--- src/include/rob_params.svh ---
`ifndef ROB_PARAMS_SVH
`define ROB_PARAMS_SVH

// Log2 of bank count, also the issue and commit width
`define ROB_P_BANKS 1
// Log2 of entries per bank
`define ROB_P_DEPTH 3

`define ROB_BANKS (1 << `ROB_P_BANKS)
`define ROB_DEPTH (1 << `ROB_P_DEPTH)

`define ROB_WB_PORTS 2

// Field widths
`define ROB_PC_W 32
`define ROB_DW 32
`define ROB_LRF_AW 5
`define ROB_PRF_AW 6

`endif

--- src/hw/rob_pkg.sv ---
`include "rob_params.svh"

package rob_pkg;

   // Dispatch payload
   typedef struct packed {
      logic [`ROB_PC_W-1:0]   pc;
      logic [`ROB_LRF_AW-1:0] lrd;
      logic [`ROB_PRF_AW-1:0] prd;
      logic                   prd_we;
      logic [`ROB_PRF_AW-1:0] pfree;
   } rob_uop_t;

   typedef struct packed {
      logic [`ROB_DW-1:0]   value;
      logic [`ROB_PC_W-1:0] fls_tgt;
   } rob_result_t;

   // Entry address
   typedef struct packed {
      logic [`ROB_P_BANKS-1:0] bank;
      logic [`ROB_P_DEPTH-1:0] id;
   } rob_slot_t;

   typedef struct packed {
      logic        valid;
      rob_slot_t   slot;
      logic        fls;
      logic        exc;
      rob_result_t result;
   } rob_wb_t;

   typedef struct packed {
      rob_uop_t    uop;
      logic        fls;
      logic        exc;
      rob_result_t result;
   } rob_cmt_t;

   // Completion state seen at a bank's read pointer
   typedef struct packed {
      logic        rdy;
      logic        fls;
      logic        exc;
      rob_result_t result;
   } rob_tag_t;

endpackage

--- src/hw/rob_bank_ram.sv ---
module rob_bank_ram
#(
   parameter type entry_t = logic [7:0],
   parameter int  DEPTH_W = 3
)
(
   input  logic               clk,
   input  logic               we,
   input  logic [DEPTH_W-1:0] waddr,
   input  entry_t             wdata,
   input  logic [DEPTH_W-1:0] raddr,
   output entry_t             rdata
);

   entry_t mem [1 << DEPTH_W];

   always_ff @(posedge clk)
   begin
      if (we)
      begin
         mem[waddr] <= wdata;
      end
   end

   // Asynchronous read
   assign rdata = mem[raddr];

endmodule

--- src/hw/rob_dispatch.sv ---
`include "rob_params.svh"

module rob_dispatch
(
   input  logic                    clk,
   input  logic                    arst_n,
   input  logic                    flush,
   input  logic [`ROB_P_BANKS:0]   push_size,
   input  rob_pkg::rob_uop_t       push_uop [`ROB_BANKS],
   input  logic [`ROB_BANKS-1:0]   pop,
   output logic                    ready,
   output rob_pkg::rob_slot_t      free_slot [`ROB_BANKS],
   output logic [`ROB_BANKS-1:0]   bank_push,
   output logic [`ROB_P_DEPTH-1:0] wptr [`ROB_BANKS],
   output logic [`ROB_P_DEPTH-1:0] rptr [`ROB_BANKS],
   output rob_pkg::rob_uop_t       head_uop [`ROB_BANKS],
   output logic [`ROB_BANKS-1:0]   bank_valid
);

   localparam int P_BANKS = `ROB_P_BANKS;
   localparam int BANKS   = `ROB_BANKS;
   localparam int DEPTH_W = `ROB_P_DEPTH;

   logic [P_BANKS-1:0] tail_q;
   logic [BANKS-1:0]   bank_full;

   // Issue slot k goes to bank tail+k
   for (genvar k = 0; k < BANKS; k++)
   begin : g_slot
      logic [P_BANKS-1:0] dst;

      assign dst = tail_q + P_BANKS'(k);
      assign free_slot[k].bank = dst;
      assign free_slot[k].id = wptr[dst];
   end

   for (genvar b = 0; b < BANKS; b++)
   begin : g_bank
      logic [P_BANKS-1:0] src;
      logic [DEPTH_W:0]   wp_q;
      logic [DEPTH_W:0]   rp_q;

      // Issue slot feeding this bank
      assign src = P_BANKS'(b) - tail_q;
      assign bank_push[b] = ready & ~flush & ({1'b0, src} < push_size);

      // Same index, different wrap bit
      assign bank_full[b] = (wp_q ^ rp_q) == {1'b1, {DEPTH_W{1'b0}}};
      assign bank_valid[b] = wp_q != rp_q;
      assign wptr[b] = wp_q[DEPTH_W-1:0];
      assign rptr[b] = rp_q[DEPTH_W-1:0];

      always_ff @(posedge clk or negedge arst_n)
      begin
         if (!arst_n)
         begin
            wp_q <= '0;
            rp_q <= '0;
         end
         else if (flush)
         begin
            wp_q <= '0;
            rp_q <= '0;
         end
         else
         begin
            if (bank_push[b])
            begin
               wp_q <= wp_q + 1'b1;
            end
            if (pop[b])
            begin
               rp_q <= rp_q + 1'b1;
            end
         end
      end

      rob_bank_ram
      #(
         .entry_t (rob_pkg::rob_uop_t),
         .DEPTH_W (DEPTH_W)
      )
      u_uop_ram
      (
         .clk   (clk),
         .we    (bank_push[b]),
         .waddr (wptr[b]),
         .wdata (push_uop[src]),
         .raddr (rptr[b]),
         .rdata (head_uop[b])
      );
   end

   assign ready = ~|bank_full;

   always_ff @(posedge clk or negedge arst_n)
   begin
      if (!arst_n)
      begin
         tail_q <= '0;
      end
      else if (flush)
      begin
         tail_q <= '0;
      end
      else if (ready)
      begin
         tail_q <= tail_q + push_size[P_BANKS-1:0];
      end
   end

endmodule

--- src/hw/rob_complete.sv ---
`include "rob_params.svh"

module rob_complete
(
   input  logic                    clk,
   input  logic                    arst_n,
   input  rob_pkg::rob_wb_t        wb [`ROB_WB_PORTS],
   input  logic [`ROB_BANKS-1:0]   bank_push,
   input  logic [`ROB_P_DEPTH-1:0] wptr [`ROB_BANKS],
   input  logic [`ROB_P_DEPTH-1:0] rptr [`ROB_BANKS],
   output rob_pkg::rob_tag_t       tag [`ROB_BANKS]
);

   localparam int P_BANKS  = `ROB_P_BANKS;
   localparam int BANKS    = `ROB_BANKS;
   localparam int DEPTH    = `ROB_DEPTH;
   localparam int WB_PORTS = `ROB_WB_PORTS;

   for (genvar b = 0; b < BANKS; b++)
   begin : g_bank
      rob_pkg::rob_wb_t     bank_wb;
      rob_pkg::rob_result_t res_rd;
      logic [DEPTH-1:0]     rdy_q;
      logic [DEPTH-1:0]     fls_q;
      logic [DEPTH-1:0]     exc_q;

      // One writeback per bank per cycle, lowest port wins a clash
      always_comb
      begin
         bank_wb = '0;
         for (int p = WB_PORTS - 1; p >= 0; p--)
         begin
            if (wb[p].valid && wb[p].slot.bank == P_BANKS'(b))
            begin
               bank_wb = wb[p];
            end
         end
      end

      always_ff @(posedge clk or negedge arst_n)
      begin
         if (!arst_n)
         begin
            rdy_q <= '0;
            fls_q <= '0;
            exc_q <= '0;
         end
         else
         begin
            if (bank_wb.valid)
            begin
               rdy_q[bank_wb.slot.id] <= 1'b1;
               fls_q[bank_wb.slot.id] <= bank_wb.fls;
               exc_q[bank_wb.slot.id] <= bank_wb.exc;
            end
            // Push clears its entry, last so it beats a writeback
            if (bank_push[b])
            begin
               rdy_q[wptr[b]] <= 1'b0;
               fls_q[wptr[b]] <= 1'b0;
               exc_q[wptr[b]] <= 1'b0;
            end
         end
      end

      rob_bank_ram
      #(
         .entry_t (rob_pkg::rob_result_t),
         .DEPTH_W (`ROB_P_DEPTH)
      )
      u_res_ram
      (
         .clk   (clk),
         .we    (bank_wb.valid),
         .waddr (bank_wb.slot.id),
         .wdata (bank_wb.result),
         .raddr (rptr[b]),
         .rdata (res_rd)
      );

      assign tag[b] = '{rdy: rdy_q[rptr[b]], fls: fls_q[rptr[b]],
                        exc: exc_q[rptr[b]], result: res_rd};
   end

endmodule

--- src/hw/rob_commit.sv ---
`include "rob_params.svh"

module rob_commit
(
   input  logic                  clk,
   input  logic                  arst_n,
   input  logic                  flush,
   input  logic [`ROB_P_BANKS:0] pop_size,
   input  rob_pkg::rob_uop_t     head_uop [`ROB_BANKS],
   input  logic [`ROB_BANKS-1:0] bank_valid,
   input  rob_pkg::rob_tag_t     tag [`ROB_BANKS],
   output logic [`ROB_BANKS-1:0] pop,
   output logic [`ROB_BANKS-1:0] cmt_valid,
   output rob_pkg::rob_cmt_t     cmt [`ROB_BANKS]
);

   localparam int P_BANKS = `ROB_P_BANKS;
   localparam int BANKS   = `ROB_BANKS;

   logic [P_BANKS-1:0] head_q;
   logic [BANKS-1:0]   ent_valid;

   // Commit slot k reads bank head+k
   for (genvar k = 0; k < BANKS; k++)
   begin : g_slot
      logic [P_BANKS-1:0] src;

      assign src = head_q + P_BANKS'(k);
      assign cmt[k] = '{uop: head_uop[src], fls: tag[src].fls,
                        exc: tag[src].exc, result: tag[src].result};
      assign ent_valid[k] = bank_valid[src] & tag[src].rdy;
   end

   for (genvar b = 0; b < BANKS; b++)
   begin : g_pop
      logic [P_BANKS-1:0] age;

      assign age = P_BANKS'(b) - head_q;
      assign pop[b] = {1'b0, age} < pop_size;
   end

   // Younger slots only valid behind valid older ones
   always_comb
   begin
      cmt_valid[0] = ent_valid[0];
      for (int j = 1; j < BANKS; j++)
      begin
         cmt_valid[j] = cmt_valid[j-1] & ent_valid[j];
      end
   end

   always_ff @(posedge clk or negedge arst_n)
   begin
      if (!arst_n)
      begin
         head_q <= '0;
      end
      else if (flush)
      begin
         head_q <= '0;
      end
      else
      begin
         head_q <= head_q + pop_size[P_BANKS-1:0];
      end
   end

endmodule

--- src/hw/rob.sv ---
`include "rob_params.svh"

module rob
(
   input  logic                  clk,
   input  logic                  arst_n,
   input  logic                  flush,
   // Issue
   input  logic [`ROB_P_BANKS:0] push_size,
   input  rob_pkg::rob_uop_t     push_uop [`ROB_BANKS],
   output logic                  rob_ready,
   output rob_pkg::rob_slot_t    free_slot [`ROB_BANKS],
   // Writeback
   input  rob_pkg::rob_wb_t      wb [`ROB_WB_PORTS],
   // Commit
   output logic [`ROB_BANKS-1:0] cmt_valid,
   output rob_pkg::rob_cmt_t     cmt [`ROB_BANKS],
   input  logic [`ROB_P_BANKS:0] pop_size
);

   logic [`ROB_BANKS-1:0]   bank_push;
   logic [`ROB_BANKS-1:0]   bank_valid;
   logic [`ROB_BANKS-1:0]   pop;
   logic [`ROB_P_DEPTH-1:0] wptr [`ROB_BANKS];
   logic [`ROB_P_DEPTH-1:0] rptr [`ROB_BANKS];
   rob_pkg::rob_uop_t       head_uop [`ROB_BANKS];
   rob_pkg::rob_tag_t       tag [`ROB_BANKS];

   rob_dispatch u_dispatch
   (
      .clk        (clk),
      .arst_n     (arst_n),
      .flush      (flush),
      .push_size  (push_size),
      .push_uop   (push_uop),
      .pop        (pop),
      .ready      (rob_ready),
      .free_slot  (free_slot),
      .bank_push  (bank_push),
      .wptr       (wptr),
      .rptr       (rptr),
      .head_uop   (head_uop),
      .bank_valid (bank_valid)
   );

   rob_complete u_complete
   (
      .clk       (clk),
      .arst_n    (arst_n),
      .wb        (wb),
      .bank_push (bank_push),
      .wptr      (wptr),
      .rptr      (rptr),
      .tag       (tag)
   );

   rob_commit u_commit
   (
      .clk        (clk),
      .arst_n     (arst_n),
      .flush      (flush),
      .pop_size   (pop_size),
      .head_uop   (head_uop),
      .bank_valid (bank_valid),
      .tag        (tag),
      .pop        (pop),
      .cmt_valid  (cmt_valid),
      .cmt        (cmt)
   );

endmodule

--- config.mk ---
export PLATFORM = sky130hd
export DESIGN_NAME = rob
export DESIGN_NICKNAME = d
export VERILOG_FILES = /design/src/hw/rob_pkg.sv /design/src/hw/rob_bank_ram.sv /design/src/hw/rob_dispatch.sv /design/src/hw/rob_complete.sv /design/src/hw/rob_commit.sv /design/src/hw/rob.sv
export VERILOG_INCLUDE_DIRS = /design/src /design/src/include
export SDC_FILE = /design/constraint.sdc
export NUM_CORES = 2
export LEC_CHECK = 0
export ABC_AREA = 0
export BUFFER_PORTS_ARGS = -buffer_cell sky130_fd_sc_hd__buf_2
export CAP_MARGIN = 10
export CORE_MARGIN = 10
export CORE_UTILIZATION = 55
export DETAILED_ROUTE_END_ITERATION = 12
export HOLD_SLACK_MARGIN = 0.15
export PLACE_DENSITY = 0.76
export SYNTH_ARGS = -nofsm -noshare
export SYNTH_HDL_FRONTEND = slang
export SYNTH_SLANG_ARGS = --single-unit
--- constraint.sdc ---
create_clock -name clk -period 6.5 [get_ports clk]
set_clock_uncertainty 0.2 [all_clocks]
set_input_delay 0.975 -clock clk [delete_from_list [all_inputs] [get_ports clk]]
set_output_delay 0.975 -clock clk [all_outputs]
set_load 0.02 [all_outputs]
==> impl_metrics.tcl <==
set metrics [dict create \
    fmax_mhz 199.8 \
    first_global_vias 42766 \
    via_per_inst 6.404 \
    maxSlewHeadroom_pct 22.16 \
    synth_fp_nets 4257 \
    yosysWarningCount 0 \
    hp-class "in2async" \
    total_power_uw 28480 \
    rsz0062_at_grt "false" \
    async_flop_share_pct 3.492 \
    dr.pass1.iters 6 \
    path_class "reg2out" \
    yosys.area.top_type_share_pct 70.48 \
    ir_drop_uv 307.8 \
    status "complete, no violations" \
    first_iter_violations 4159 \
    post_cts_buffers 0 \
    htreeDepth 4 \
    start_util_pct 55.56 \
    cts_resized 0 \
    grt_max_degree 146 \
    ys_types 52 \
    rows 137 \
    required_ps 5320 \
    yosys-top-cells-count "edfxtp_1 (1824), mux4_2 (468), nor3_1 (185)" \
    period_minus_slack_ps 5005 \
    gp_congestion 0.8080 \
    die_x_um 395.9 \
    whs_ps 159.6 \
    die_y_um 395.9 \
    clock_path_buffers 3 \
    setup_tns_ps 0 \
    dieArea_sq_um 156700 \
    syn_avg_cell_area_sq_um 19.43 \
    leakagePower_uw 0.02693 \
    grt_usage_pct 24.56 \
    portBuffers 491 \
    worstSetupEndpointType "primary output" \
    worstPathMaxFanout 45 \
    cts_buffers 187 \
    final-hold-violation-count 0 \
    drt-total-wl_um 195000 \
    synth_flop_cell "edfxtp_1" \
    layout-drive-gt1-share_pct 31.35 \
    clk_pin_slew_worst_paths_ps 60 \
    dp_hpwl_um 114700 \
    maxCapViolCount 0 \
    critical_path.max_stage_delay_ps 1010 \
    clk_latency_ps 790 \
    syn2layout_area_growth_pct 13.70 \
    yosysTopAreaCell "edfxtp_1" \
    crit_chain "buf_12, mux4_2, mux2i_1, nand2_1, o31a_1, buf_2" \
    cp.arrival_ps 3830 \
    wire_per_inst_um 29.87 \
    coreArea_sq_um 139900 \
    cts.sinks 1890 \
    ios 492 \
    netlist_area_sq_um 77720 \
    worst_setup_path_start_kind "flip-flop" \
    worst_pin_slew_ps 1168 \
    antenna_found_initial 20 \
    yosysMostFrequentCell "edfxtp_1" \
    drtAntennaViolNets 0 \
    cts-hold-fix-buffers 0 \
    pwr_density_cell_nw_per_um2 322.3 \
    cts-root-buf "clkbuf_16" \
    finalSetupViolCount 0 \
    slowest_stage "dfrtp_4" \
    yosysSeqAreaShare_pct 72.60 \
    synth-edff-count 1824 \
    drc_errors 0 \
    ys_ff_latch 1890 \
    layout.nets 4751 \
    fin_crit_sh_pct 76.99 \
    grt_overflow_total 0 \
    grt_first_pass_wirelength_um 286400 \
    vias 41797 \
    synth_area_leaders "edfxtp_1 (70%), mux4_2 (14%), dfrtp_1 (2.1%)" \
    syn_inst 4000 \
    final_max_slew_viol_count 0 \
    cts_tree "done" \
]
[kinds of logic after synthesis]
kind of cell / synth area share [%]
AOI/OAI and AO/OA: 4.166
buffers and inverters: 1.508
DFF: 72.60
muxes: 16.70
adders and majority gates: 0.1288
xor gates and xnor gates: 0.1352
and+or+nand+nor: 4.762
[layout make-up]
class,count,area [sq um]
clock inverter,111,882.1
timing repair buffer,571,3321
sequential,1890,56450
tap,1876,2347
clock buffer,225,4886
inverter,4,22.52
fill,9553,51510
multi-input combinational,1840,20420
antenna,10,25.02
[sequential cells by signal, indices dropped and copies added, names as in the netlist]
name	cells
u_complete.g_bank.rdy_q	16
u_commit.head_q	1
u_dispatch.g_bank.wp_q	8
u_complete.g_bank.u_res_ram.mem	1024
u_complete.g_bank.exc_q	16
u_dispatch.tail_q	1
u_complete.g_bank.fls_q	16
u_dispatch.g_bank.rp_q	8
u_dispatch.g_bank.u_uop_ram.mem	800
[critical path: cells and delay by family, from the launching register on]
kind	cells	cell delay (ps)
compound gates	1	150
buf+inv	2	570
flops	1	1010
mux	2	1060
simple gates	1	130
[cells in the final DEF (no fill, tap or decap), types with 10 or more instances in the layout]
cell type / netlist / final
a21oi_1: 168 / 168
a22o_1: 128 / 128
and2_1: 118 / 117
buf_12: 0 / 21
buf_2: 55 / 491
buf_4: 10 / 59
bufinv_16: 0 / 10
clkbuf_1: 155 / 35
clkbuf_16: 0 / 190
clkinv_1: 0 / 52
clkinv_2: 0 / 28
dfrtp_1: 66 / 58
diode_2: 0 / 10
edfxtp_1: 1824 / 1824
mux2_2: 106 / 106
mux2i_1: 122 / 122
mux4_2: 468 / 468
nand2_1: 129 / 125
nor2_1: 46 / 33
nor2_4: 0 / 13
nor2b_1: 122 / 121
nor3_1: 185 / 185
nor4_4: 2 / 15
o31a_1: 120 / 120
xor2_1: 10 / 10
[metrics by stage]
| stage | std cells | worst slack [ps] | utilization, % | instance area, sq um |
|---|---|---|---|---|
| final | 6527 | 1495 | 63.17 | 88360 |
| after global routing | 6518 | 1287 | 63.16 | 88340 |
| after CTS | 6517 | 1416 | 63.15 | 88340 |
| after detailed placement | 6181 | 2290 | 59.03 | 82570 |
| after global placement | 6181 | 2264 | 59.03 | 82570 |
| after floorplan | 4000 | 1130 | - | 77740 |
[per-layer routing]
layer | vias to the layer above | part of all wire [%] | track usage, %
li1 | 17493 | - | -
met1 | 21920 | 38 | 32.64
met2 | 2057 | 50 | 40.73
met3 | 309 | 9.0 | 5.247
met4 | 18 | 3.1 | 7.829
met5 | - | 0.059 | 0
[where the power goes]
group | switching [uW] | total [uW] | internal, uW | leakage [uW]
logic | 2410 | 3980 | 1570 | 0.00804
registers | 257 | 14300 | 14000 | 0.0161
clock network | 4500 | 10200 | 5750 | 0.00281
total | 7170 | 28500 | 21300 | 0.0269
[worst paths after layout]
kind,from,endpoint,slack (ps),cells past startpoint
worst min-delay path,arst_n,u_dispatch.tail_q$_DFFE_PN0P_,160,2
worst min register to register,u_complete.g_bank[1].rdy_q[3]$_DFF_PN0_,u_complete.g_bank[1].rdy_q[3]$_DFF_PN0_,300,2
min in group clk,u_complete.g_bank[1].rdy_q[3]$_DFF_PN0_,u_complete.g_bank[1].rdy_q[3]$_DFF_PN0_,300,2
worst max-delay path,u_dispatch.g_bank[0].rp_q[0]$_DFFE_PN0P_,cmt[124],1500,6
worst max register to register,u_dispatch.g_bank[0].rp_q[0]$_DFFE_PN0P_,u_dispatch.g_bank[0].u_uop_ram.mem[4][15]$_DFFE_PP_,2460,7
max in group asynchronous,arst_n,u_dispatch.g_bank[1].rp_q[0]$_DFFE_PN0P_,5250,2
No activity file was read; power rests on OpenSTA's default activity.
